File: src/include/pkt_filter_macros.svh
`ifndef PKT_FILTER_MACROS_SVH
`define PKT_FILTER_MACROS_SVH

// stream beat and routing tag widths
`define PF_BEAT_W 128
`define PF_TAG_W 12

// key field offsets in the first beat
// proto is 8 bits, addresses 32, port 16
`define PF_PROTO_LSB 88
`define PF_SRC_LSB 56
`define PF_DST_LSB 24
`define PF_PORT_LSB 8

// size of the fixed rule table
`define PF_NUM_RULES 4

// key queue between capture and matcher
`define PF_KEY_FIFO_DEPTH 16
// two slots spare for the capture register in flight
`define PF_KEY_FIFO_AFULL 14

// accepted results waiting for the consumer
`define PF_RES_FIFO_DEPTH 8

`endif

File: src/hdl/pkt_filter_pkg.sv
`include "pkt_filter_macros.svh"

package pkt_filter_pkg;

	typedef struct packed {
		logic                  sop;
		logic                  eop;
		logic [`PF_TAG_W-1:0]  tag;
		logic [`PF_BEAT_W-1:0] data;
	} beat_t;

	typedef struct packed {
		logic [7:0]  proto;
		logic [31:0] src_ip;
		logic [31:0] dst_ip;
		logic [15:0] dst_port;
	} header_key_t;

	// key FIFO word
	typedef struct packed {
		logic [`PF_TAG_W-1:0] tag;
		header_key_t          key;
	} tagged_key_t;

	typedef enum logic {
		ACT_DROP,
		ACT_ACCEPT
	} action_e;

	typedef struct packed {
		header_key_t value;
		header_key_t mask;
		action_e     action;
	} rule_t;

	typedef logic [$clog2(`PF_NUM_RULES)-1:0] rule_idx_t;

	typedef struct packed {
		logic [`PF_TAG_W-1:0] tag;
		rule_idx_t            rule;
	} match_result_t;

	typedef enum logic {
		CAP_IDLE,
		CAP_BODY
	} cap_state_e;

	// lowest index wins when several rules hit
	localparam rule_t RULES [`PF_NUM_RULES] = '{
		// ssh from 10.0.0.0/8
		'{value: '{8'd6, 32'h0a00_0000, 32'h0000_0000, 16'd22},
		  mask:  '{8'hff, 32'hff00_0000, 32'h0000_0000, 16'hffff},
		  action: ACT_ACCEPT},
		// anything towards 192.168.1.0/24
		'{value: '{8'd0, 32'h0000_0000, 32'hc0a8_0100, 16'd0},
		  mask:  '{8'h00, 32'h0000_0000, 32'hffff_ff00, 16'h0000},
		  action: ACT_DROP},
		// web over tcp
		'{value: '{8'd6, 32'h0000_0000, 32'h0000_0000, 16'd80},
		  mask:  '{8'hff, 32'h0000_0000, 32'h0000_0000, 16'hffff},
		  action: ACT_ACCEPT},
		// all udp
		'{value: '{8'd17, 32'h0000_0000, 32'h0000_0000, 16'd0},
		  mask:  '{8'hff, 32'h0000_0000, 32'h0000_0000, 16'h0000},
		  action: ACT_ACCEPT}
	};

endpackage

File: src/hdl/header_capture.sv
`timescale 1ns/1ps
`include "pkt_filter_macros.svh"

module header_capture
	import pkt_filter_pkg::*;
(
	input  logic        clock,
	input  logic        rst_n,
	input  beat_t       beat,
	input  logic        beat_valid,
	output tagged_key_t key_data,
	output logic        key_valid,
	input  logic        key_ready
);

	cap_state_e  state;
	header_key_t key_hold;
	header_key_t beat_key;
	header_key_t pkt_key;
	logic        take_sop;
	logic        take_eop;

	// key fields as they sit in the first beat
	assign beat_key.proto    = beat.data[`PF_PROTO_LSB +: 8];
	assign beat_key.src_ip   = beat.data[`PF_SRC_LSB +: 32];
	assign beat_key.dst_ip   = beat.data[`PF_DST_LSB +: 32];
	assign beat_key.dst_port = beat.data[`PF_PORT_LSB +: 16];

	// in_ready is gated at the top, so valid alone means accepted
	assign take_sop = beat_valid && beat.sop;

	// eop only closes a packet that was opened
	assign take_eop = beat_valid && beat.eop && (beat.sop || state == CAP_BODY);

	// single-beat packets bypass the holding register
	assign pkt_key = beat.sop ? beat_key : key_hold;

	// packet framing
	always_ff @(posedge clock or negedge rst_n) begin
		if (!rst_n) begin
			state <= CAP_IDLE;
		end else if (take_eop) begin
			state <= CAP_IDLE;
		end else if (take_sop) begin
			// a stray sop mid-packet restarts framing
			state <= CAP_BODY;
		end
	end

	// header fields from the sop beat only
	always_ff @(posedge clock) begin
		if (take_sop) begin
			key_hold <= beat_key;
		end
	end

	// key stays offered until the key FIFO takes it
	always_ff @(posedge clock or negedge rst_n) begin
		if (!rst_n) begin
			key_valid <= 1'b0;
		end else if (take_eop) begin
			key_valid <= 1'b1;
		end else if (key_ready) begin
			key_valid <= 1'b0;
		end
	end

	// tag rides on the eop beat
	always_ff @(posedge clock) begin
		if (take_eop) begin
			key_data.tag <= beat.tag;
			key_data.key <= pkt_key;
		end
	end

endmodule

File: src/hdl/sync_fifo.sv
`timescale 1ns/1ps

module sync_fifo #(
	parameter int WIDTH = 8,
	parameter int DEPTH = 16,
	parameter int AFULL = DEPTH - 2
) (
	input  logic             clock,
	input  logic             rst_n,
	input  logic [WIDTH-1:0] wr_data,
	input  logic             wr_en,
	input  logic             rd_en,
	output logic [WIDTH-1:0] rd_data,
	output logic             full,
	output logic             almost_full,
	output logic             empty
);

	localparam int PTR_W = (DEPTH > 1) ? $clog2(DEPTH) : 1;
	localparam int CNT_W = $clog2(DEPTH + 1);

	logic [WIDTH-1:0] mem [DEPTH];
	logic [PTR_W-1:0] wr_ptr;
	logic [PTR_W-1:0] rd_ptr;
	logic [CNT_W-1:0] count;
	logic             do_wr;
	logic             do_rd;

	// wrap at DEPTH, not only at powers of two
	function automatic logic [PTR_W-1:0] ptr_inc(input logic [PTR_W-1:0] p);
		return (p == PTR_W'(DEPTH - 1)) ? '0 : p + 1'b1;
	endfunction

	// overflow and underflow requests are dropped here
	assign do_wr = wr_en && !full;
	assign do_rd = rd_en && !empty;

	assign full        = (count == CNT_W'(DEPTH));
	assign almost_full = (count >= CNT_W'(AFULL));
	assign empty       = (count == '0);

	// show-ahead head
	assign rd_data = mem[rd_ptr];

	always_ff @(posedge clock) begin
		if (do_wr) begin
			mem[wr_ptr] <= wr_data;
		end
	end

	always_ff @(posedge clock or negedge rst_n) begin
		if (!rst_n) begin
			wr_ptr <= '0;
			rd_ptr <= '0;
			count  <= '0;
		end else begin
			if (do_wr) begin
				wr_ptr <= ptr_inc(wr_ptr);
			end
			if (do_rd) begin
				rd_ptr <= ptr_inc(rd_ptr);
			end
			case ({do_wr, do_rd})
				2'b10:   count <= count + 1'b1;
				2'b01:   count <= count - 1'b1;
				default: count <= count;
			endcase
		end
	end

endmodule

File: src/hdl/rule_match.sv
`timescale 1ns/1ps
`include "pkt_filter_macros.svh"

module rule_match
	import pkt_filter_pkg::*;
(
	input  logic          clock,
	input  logic          rst_n,
	input  tagged_key_t   key_data,
	input  logic          key_valid,
	output logic          key_ready,
	output match_result_t res_data,
	output logic          res_valid,
	input  logic          res_ready
);

	logic [`PF_NUM_RULES-1:0] hits;
	logic                     s1_valid;
	logic [`PF_TAG_W-1:0]     s1_tag;
	logic [`PF_NUM_RULES-1:0] s1_hits;
	logic                     s1_advance;
	rule_idx_t                win_idx;
	logic                     win_accept;
	logic                     s2_valid;
	logic [`PF_TAG_W-1:0]     s2_tag;
	rule_idx_t                s2_rule;
	logic                     s2_advance;

	// every rule compared in parallel, masked bits must equal the value
	always_comb begin
		for (int i = 0; i < `PF_NUM_RULES; i++) begin
			hits[i] = (((key_data.key ^ RULES[i].value) & RULES[i].mask) == '0);
		end
	end

	// a dropped key leaves stage 2 empty, so it never blocks
	assign s2_advance = !s2_valid || res_ready;
	assign s1_advance = !s1_valid || s2_advance;

	// pops the key FIFO
	assign key_ready = s1_advance;

	// stage 1: tag and hit vector
	always_ff @(posedge clock or negedge rst_n) begin
		if (!rst_n) begin
			s1_valid <= 1'b0;
		end else if (s1_advance) begin
			s1_valid <= key_valid;
		end
	end

	always_ff @(posedge clock) begin
		if (s1_advance && key_valid) begin
			s1_tag  <= key_data.tag;
			s1_hits <= hits;
		end
	end

	// first hit wins, scan from the top so the lowest index is last
	always_comb begin
		win_idx = '0;
		for (int i = `PF_NUM_RULES - 1; i >= 0; i--) begin
			if (s1_hits[i]) begin
				win_idx = rule_idx_t'(i);
			end
		end
		win_accept = (|s1_hits) && (RULES[win_idx].action == ACT_ACCEPT);
	end

	// stage 2: only accepted winners become valid
	always_ff @(posedge clock or negedge rst_n) begin
		if (!rst_n) begin
			s2_valid <= 1'b0;
		end else if (s2_advance) begin
			s2_valid <= s1_valid && win_accept;
		end
	end

	always_ff @(posedge clock) begin
		if (s2_advance && s1_valid) begin
			s2_tag  <= s1_tag;
			s2_rule <= win_idx;
		end
	end

	assign res_valid     = s2_valid;
	assign res_data.tag  = s2_tag;
	assign res_data.rule = s2_rule;

endmodule

File: src/hdl/match_block.sv
`timescale 1ns/1ps
`include "pkt_filter_macros.svh"

module match_block
	import pkt_filter_pkg::*;
(
	input  logic          clock,
	input  logic          rst_n,
	input  beat_t         in_beat,
	input  logic          in_valid,
	output logic          in_ready,
	output match_result_t out_result,
	output logic          out_valid,
	input  logic          out_ready
);

	tagged_key_t   cap_key;
	logic          cap_key_valid;
	tagged_key_t   key_head;
	logic          key_full;
	logic          key_almost_full;
	logic          key_empty;
	logic          match_key_ready;
	match_result_t match_res;
	logic          match_res_valid;
	logic          res_full;
	logic          res_empty;

	// back-pressure reaches the stream through the key FIFO level
	assign in_ready  = !key_almost_full;
	assign out_valid = !res_empty;

	header_capture u_capture (
		.clock      (clock),
		.rst_n      (rst_n),
		.beat       (in_beat),
		.beat_valid (in_valid),
		.key_data   (cap_key),
		.key_valid  (cap_key_valid),
		.key_ready  (!key_full)
	);

	sync_fifo #(
		.WIDTH ($bits(tagged_key_t)),
		.DEPTH (`PF_KEY_FIFO_DEPTH),
		.AFULL (`PF_KEY_FIFO_AFULL)
	) u_key_fifo (
		.clock       (clock),
		.rst_n       (rst_n),
		.wr_data     (cap_key),
		.wr_en       (cap_key_valid),
		.rd_en       (match_key_ready),
		.rd_data     (key_head),
		.full        (key_full),
		.almost_full (key_almost_full),
		.empty       (key_empty)
	);

	rule_match u_match (
		.clock     (clock),
		.rst_n     (rst_n),
		.key_data  (key_head),
		.key_valid (!key_empty),
		.key_ready (match_key_ready),
		.res_data  (match_res),
		.res_valid (match_res_valid),
		.res_ready (!res_full)
	);

	// result queue, level only matters when full
	sync_fifo #(
		.WIDTH ($bits(match_result_t)),
		.DEPTH (`PF_RES_FIFO_DEPTH),
		.AFULL (`PF_RES_FIFO_DEPTH)
	) u_res_fifo (
		.clock       (clock),
		.rst_n       (rst_n),
		.wr_data     (match_res),
		.wr_en       (match_res_valid),
		.rd_en       (out_ready),
		.rd_data     (out_result),
		.full        (res_full),
		.almost_full (),
		.empty       (res_empty)
	);

endmodule

File: config.mk
export PLATFORM = sky130hd
export DESIGN_NAME = match_block
export DESIGN_NICKNAME = d
export VERILOG_FILES = /design/src/hdl/pkt_filter_pkg.sv /design/src/hdl/header_capture.sv /design/src/hdl/sync_fifo.sv /design/src/hdl/rule_match.sv /design/src/hdl/match_block.sv
export VERILOG_INCLUDE_DIRS = /design/src /design/src/include
export SDC_FILE = /design/constraint.sdc
export NUM_CORES = 1
export LEC_CHECK = 0
export BUFFER_PORTS_ARGS = -buffer_cell sky130_fd_sc_hd__buf_4
export CAP_MARGIN = 10
export CORE_MARGIN = 5
export CORE_UTILIZATION = 55
export DETAILED_ROUTE_END_ITERATION = 6
export PLACE_DENSITY = 0.72
export RECOVER_POWER = 50
export SLEW_MARGIN = 25
export SYNTH_ARGS = -nofsm -noshare
export SYNTH_HDL_FRONTEND = slang
export SYNTH_SLANG_ARGS = --single-unit
export TNS_END_PERCENT = 100
File: constraint.sdc
create_clock -name clock -period 6 [get_ports clock]
set_input_delay 1.2 -clock clock [delete_from_list [all_inputs] [get_ports clock]]
set_output_delay 1.2 -clock clock [all_outputs]
set_load 0.1 [all_outputs]
==> flow_summary.json, run 1 <==
{
  "status": "complete, but fails checks",
  "failed_checks": "max-capacitance violations, max-slew violations",
  "cp_top_family": "flip-flops",
  "rr_startpoint": "u_key_fifo.rd_ptr[0]$_DFFE_PN0P_",
  "worst_ep_required_time_ns": 4.80,
  "fin_tns_setup_ns": 0,
  "postCtsSetupRepairBufs": 0,
  "rows": 109,
  "maxCapViolations": 3,
  "io_pins": 162,
  "yosysTopAreaCell": "edfxtp_1",
  "drc_errors": 0,
  "hold_path_depth": 0,
  "crit_chain": "mux4_2 > mux2_2 > buf_4",
  "synth.area.mux_share_pct": 7.65,
  "ctsResizeCount": 0,
  "reg2regPathDepth": 5,
  "critPathArrivalTime_ns": 3.53,
  "ctsHoldBuffers": 0,
  "grt_max_degree": 70,
  "max_stage_delay_ns": 1.61,
  "dieArea_sq_um": 95700,
  "globalRouteTotalUtil_pct": 20.7,
  "cts_sinks": 1381,
  "avgSynthCellArea_sq_um": 21.7,
  "die_y_um": 309,
  "numCtsBuffers": 135,
  "synth_cell_type_count": 67,
  "seqCellArea_sq_um": 41300,
  "drive_gt1_share_pct": 20.8,
  "syn_area_sq_um": 49300,
  "syn2layout_area_growth_pct": 13.2,
  "hold_viol_final": 0,
  "slew_violations": 83,
  "synth.most_common_cell": "edfxtp_1",
  "finish.instance_area_sq_um": 55800,
  "setup_viol": 0,
  "synth_top_family_by_area": "multiplexers",
  "grt_pass1_vias": 23800,
  "wl_per_cell_um": 26.3,
  "ir_drop_mv": 0.351,
  "fin_crit_ns": 4.73,
  "synth-xor-area-share_pct": 0.195,
  "cts_buffer_depth": 3,
  "h-tree-depth": 4,
  "drt_wl_total_mm": 98.2,
  "hp-class": "flip-flop to flip-flop",
  "synthAdderAreaFrac_pct": 0.487,
  "worstSetupPathType": "flip-flop to output pin",
  "utilization_pct": 62.9,
  "p_leak_nw": 17.5,
  "firstDrtPassIters": 5,
  "fin_skew_ns": 0.0320,
  "cp.buffers_inverters": 1,
  "r2r_setup_slack_ns": 2.15,
  "nets": 2630,
  "clock_latency_ns": 0.72,
  "synthSimpleGateAreaFrac_pct": 4.68,
  "vias": 22700,
  "multi_input_area_sq_um": 7700,
  "start_util_pct": 55.6,
  "clk_pin_slew_ns": 0.06,
  "ys_top_cells_by_count": "1,354 x edfxtp_1, 129 x mux4_2, 79 x nor4_1",
  "coreArea_sq_um": 88600,
  "synthArstFlopShare_pct": 1.96,
  "synth_fp_nets": 2435,
  "final_cells": 3737,
  "grt_pass1_wl_mm": 146,
  "ant_nets": 0,
  "placed_area_sq_um": 51600,
  "hp-start": "u_match.s1_tag[11]$_DFFE_PP_",
  "synth_flop_cell": "edfxtp_1",
  "yosysWarnings": 0,
  "cts_root_buf": "clkbuf_16",
  "place_inst": 3493,
  "timing.fmax_mhz": 211,
  "critPathMaxFanout": 31,
  "synth_edf_count": 1354,
  "dp_hpwl_mm": 52.4,
  "ys_seq_area_share_pct": 83.9,
  "synthCells": 2271,
  "dieWidth_um": 309,
  "first_iter_violations": 2004,
  "grt_setup_unrepaired": "no",
  "crit_slowest_cell": "dfrtp_1",
  "synth_top_area_share_pct": 82.5,
  "rr_endpoint": "u_match.s1_hits[0]$_DFFE_PP_",
  "slew-limit-headroom_pct": -32.4,
  "tightest_slew_ns": 1.99,
  "antenna_found_initial": 1,
  "ys_ff_latch": 1381,
  "startpoint_type": "flip-flop",
  "portBuffers": 89,
  "yosys-top-cells-area": "edfxtp_1 82%, mux4_2 5.9%, mux2_2 1.7%",
  "gp_congestion": 0.754,
  "powerDensity_nw_per_um2": 432,
  "min_to": "u_match.s2_tag[11]$_DFFE_PP_",
  "synth_compound_area_share_pct": 2.25,
  "end_kind": "output pin",
  "fillers": 5832,
  "cts_tree": "built",
  "vias_per_cell": 6.08,
  "gr-total-overflow": 0,
  "min_period_over_period_pct": 78.9
}
## worst register-to-register path, delay by kind of cell, from the launching register on
kind	cells	cell delay, ns
buffers and inverters	1	0.85
AO/OA/AOI/OAI	1	0.71
multiplexers	1	0.60
AND/OR/NAND/NOR	2	0.63
flip-flops	1	0.88
## cell type report
class	instances	share of cell area, %
inverters	23	0.155
flip-flops and latches	1381	74.1
clock inverters	75	1.23
multi-input cells	797	13.8
diodes	1	0.00448
clock buffers	167	6.42
well taps	1165	2.61
repair buffers	128	1.69
## state kept, by name (all words and copies together), names as in the netlist, 2 cells and up
register	count
u_capture.key_hold	56
u_key_fifo.mem	1088
u_match.s1_hits	4
u_key_fifo.wr_ptr	4
u_key_fifo.rd_ptr	4
u_capture.key_data	68
u_key_fifo.count	5
u_res_fifo.rd_ptr	3
u_match.s2_tag	12
u_res_fifo.wr_ptr	3
u_match.s1_tag	12
u_match.s2_rule	2
u_res_fifo.count	4
u_res_fifo.mem	112
## report_power, final
part / internal, W / switching (W)
Clock: 0.00458 / 0.00347
Sequential: 0.0113 / 0.000643
Combinational: 0.00157 / 0.00254
## metal layers
metal / vias up / global-route usage, % / share of wire (%) / wire length [um]
li1: 9838 / - / - / -
met1: 11900 / 27.7 / 39 / 38400
met2: 846 / 35.3 / 51 / 50300
met3: 180 / 3.66 / 7.0 / 6880
met4: 0 / 6.73 / 2.7 / 2620
met5: - / 0 / 0 / 0
## logic make-up (layout without fill, tap and decap cells)
| group | after synthesis | after routing |
|---|---|---|
| compound gates | 164 | 164 |
| xor+xnor | 11 | 11 |
| fa+ha+maj | 18 | 18 |
| buf+inv | 93 | 393 |
| flops | 1381 | 1381 |
| mux | 206 | 206 |
| other cells | 0 | 1 |
| simple gates | 398 | 398 |
## per-stage QoR
stage | hold slack (ns) | worst slack [ns] | total power, W
2_1_floorplan | 0.400 | 1.59 | 0.0150
3_3_place_gp | 0.405 | 2.28 | 0.0161
3_5_place_dp | 0.405 | 2.18 | 0.0163
4_1_cts | 0.417 | 1.82 | 0.0243
5_1_grt | 0.422 | 0.968 | 0.0250
6_report | 0.417 | 1.27 | 0.0241
## worst max path at each step
stage | end | startpoint | cells after the start
after floorplan | u_key_fifo.mem[15][0]$_DFFE_PP_ | u_key_fifo.count[1]$_DFFE_PN0P_ | 6
after global placement | u_match.s1_hits[0]$_DFFE_PP_ | u_key_fifo.rd_ptr[0]$_DFFE_PN0P_ | 5
after detailed placement | u_match.s1_hits[0]$_DFFE_PP_ | u_key_fifo.rd_ptr[0]$_DFFE_PN0P_ | 5
after CTS | out_result[5] | u_res_fifo.rd_ptr[0]$_DFFE_PN0P_ | 3
after global routing | out_result[5] | u_res_fifo.rd_ptr[0]$_DFFE_PN0P_ | 3
final | out_result[2] | u_res_fifo.rd_ptr[0]$_DFFE_PN0P_ | 3
## cells in the final DEF, fill, tap and decap left out, types with 24 or more instances in the layout
master | netlist | routed
nor3_1 | 37 | 30
clkbuf_4 | 0 | 50
clkbuf_1 | 22 | 48
edfxtp_1 | 1354 | 1354
nor4_1 | 79 | 78
o21ai_0 | 35 | 35
clkbuf_16 | 0 | 138
buf_4 | 2 | 48
a21oi_1 | 32 | 32
clkinv_1 | 1 | 28
nand2_1 | 59 | 59
nor2_1 | 67 | 51
dfrtp_1 | 27 | 24
nand3_1 | 32 | 32
mux4_2 | 129 | 129
mux2_2 | 74 | 74
No activity file was read; power rests on OpenSTA's default activity.
==> inputs of run 2 (changes only) <==
==> constraint.sdc (replaced) <==
create_clock -name clock -period 4.2 [get_ports clock]
set_input_delay 0.84 -clock clock [delete_from_list [all_inputs] [get_ports clock]]
set_output_delay 0.84 -clock clock [all_outputs]
set_load 0.1 [all_outputs]
==> run 2 against run 1 <==
  * Clock skew grew 0.0016 ns
  * Non-clock buffer count grew 20
  * Sequential share of layout area shrank 0.26 points
  * Sequential cell count is the same
  * Routed wire length shrank 0.25%
  * Worst setup slack lost 0.51 ns
  * Clock power grew 41%
  * Total power grew 43%
  * Critical path depth grew 4
  * The flow still finishes with violations (max-capacitance violations, max-slew violations)
  * Largest power group unchanged
  * Cell area grew 0.36%
==> flow_summary.json, run 2 (synthesized netlist as in run 1, its figures left out) <==
{
  "min_period_over_period_pct": 81.9,
  "vias_per_cell": 6.07,
  "gr-usage-met3_pct": 4.26,
  "slew_violations": 166,
  "fin_skew_ns": 0.0336,
  "worstSetupPathType": "flip-flop to flip-flop",
  "dieArea_sq_um": 95700,
  "timing.fmax_mhz": 291,
  "cts_root_buf": "clkbuf_16",
  "vias": 22800,
  "worst_ep_required_time_ns": 4.69,
  "critPathArrivalTime_ns": 3.93,
  "power_w": 0.0344,
  "grt_pass1_vias": 23600,
  "maxCapViolations": 4,
  "p_leak_nw": 17.6,
  "top_regs": "u_key_fifo.mem (1088), u_res_fifo.mem (112), u_capture.key_data (68)",
  "fin_crit_ns": 3.44,
  "fin_ws_ns": 0.760,
  "fin_tns_setup_ns": 0,
  "powerDensity_nw_per_um2": 615,
  "hold_path_depth": 2,
  "cts_buffer_depth": 3,
  "wl_per_cell_um": 26.1,
  "io_pins": 162,
  "tightest_slew_ns": 3.15,
  "cts_sinks": 1381,
  "use_met2_pct": 35.5,
  "grt_pass1_wl_mm": 146,
  "nets": 2649,
  "utilization_pct": 63.2,
  "drt_wl_total_mm": 97.9,
  "final_common_cell": "edfxtp_1",
  "clock_latency_ns": 0.73,
  "finish.instance_area_sq_um": 56000,
  "top_usage_layer": "met2",
  "ir_drop_mv": 0.439,
  "slew-limit-headroom_pct": -110,
  "dieWidth_um": 309,
  "ctsResizeCount": 0,
  "startpoint_type": "flip-flop",
  "h-tree-depth": 4,
  "setup_viol": 0,
  "grt_max_degree": 69,
  "portBuffers": 89,
  "syn2layout_area_growth_pct": 13.6,
  "failed_checks": "max-capacitance violations, max-slew violations",
  "cts_tree": "built",
  "rr_endpoint": "u_match.s1_hits[0]$_DFFE_PP_",
  "drive_gt1_share_pct": 20.8,
  "crit_start": "u_key_fifo.rd_ptr[1]$_DFFE_PN0P_",
  "final_cell_mix": "1,354 x edfxtp_1, 138 x clkbuf_16, 129 x mux4_2",
  "firstDrtPassIters": 5,
  "gr-total-overflow": 0,
  "rows": 109,
  "hp-start": "in_valid",
  "placed_area_sq_um": 51900,
  "critPathMaxFanout": 55,
  "clk_pin_slew_ns": 0.06,
  "ant_nets": 0,
  "gp_congestion": 0.762,
  "hp-class": "input pin to flip-flop",
  "rr_startpoint": "u_key_fifo.rd_ptr[1]$_DFFE_PN0P_",
  "largest_reg_flops": 1088,
  "first_iter_violations": 2183,
  "dp_hpwl_mm": 53.3,
  "drc_errors": 0,
  "antenna_found_initial": 1,
  "die_y_um": 309,
  "largest_register": "u_key_fifo.mem",
  "start_util_pct": 55.6,
  "r2r_setup_slack_ns": 0.76,
  "status": "complete, but fails checks",
  "numCtsBuffers": 134,
  "postCtsSetupRepairBufs": 0,
  "coreArea_sq_um": 88600,
  "end_kind": "flip-flop",
  "pre_cts_slack_ns": 0.887,
  "globalRouteTotalUtil_pct": 20.7,
  "reg2regPathDepth": 7,
  "grt_setup_unrepaired": "no",
  "hold_viol_final": 0,
  "ctsHoldBuffers": 0,
  "min_to": "u_capture.state$_DFFE_PN0P_",
  "grtUsageMet1_pct": 27.4
}
==> run 2: cell types whose count changed in the layout (fill, tap and decap cells not counted), moves of 3 or more <==
cell	change
clkbuf_1	+14
and2_1	+3
buf_4	+15
buf_6	-6
clkinv_2	-9
buf_12	+12
clkinv_4	-3
==> run 2: area by class of cell <==
cell class | count | area [sq um]
Antenna cell | 2 | 5.00
Sequential cell | 1381 | 41300
Clock buffer | 179 | 3620
Tap cell | 1165 | 1460
Multi-Input combinational cell | 797 | 7690
Clock inverter | 61 | 606
Timing Repair Buffer | 148 | 1190
Inverter | 23 | 86.3
Fill cell | 5743 | 32600
==> run 2: how the worst max path moves through the flow <==
stage               slack, ns  cells after the start                              end
CTS                      0.82                      4                    out_result[7]
global route             0.69                      7     u_match.s1_hits[0]$_DFFE_PP_
finish                   0.76                      7     u_match.s1_hits[0]$_DFFE_PP_
global placement         1.05                      8     u_match.s1_hits[0]$_DFFE_PP_
floorplan               -0.21                      6  u_key_fifo.mem[15][0]$_DFFE_PP_
detailed placement       0.89                      7     u_match.s1_hits[0]$_DFFE_PP_
==> run 2: metrics by stage <==
step / hold WS (ns) / cells
after floorplan: 0.400 / 2271
after global placement: 0.402 / 3514
after detailed placement: 0.407 / 3514
after CTS: 0.0750 / 3754
after global routing: 0.280 / 3754
final: 0.309 / 3756
==> run 2: metal layers <==
metal,part of all wire (%),wire length [um]
met1,39,38000
met2,51,50100
met3,7.5,7310
met4,2.5,2480
met5,0,0
==> run 2: critical path, stage by stage, from the launching register on <==
cell and delay, ns:
dfrtp_4 0.93, buf_4 0.41, or3b_2 0.48, o311ai_0 0.15, a31oi_1 0.19, nor3_2 0.41, nand4_1 0.23, nor4_1 0.39
==> run 2: power by group <==
group / switching, W / internal (W) / leakage (nW)
combinational: 0.00372 / 0.00233 / 2.94
sequential: 0.000788 / 0.0162 / 12.6
clock: 0.00489 / 0.00653 / 2.04
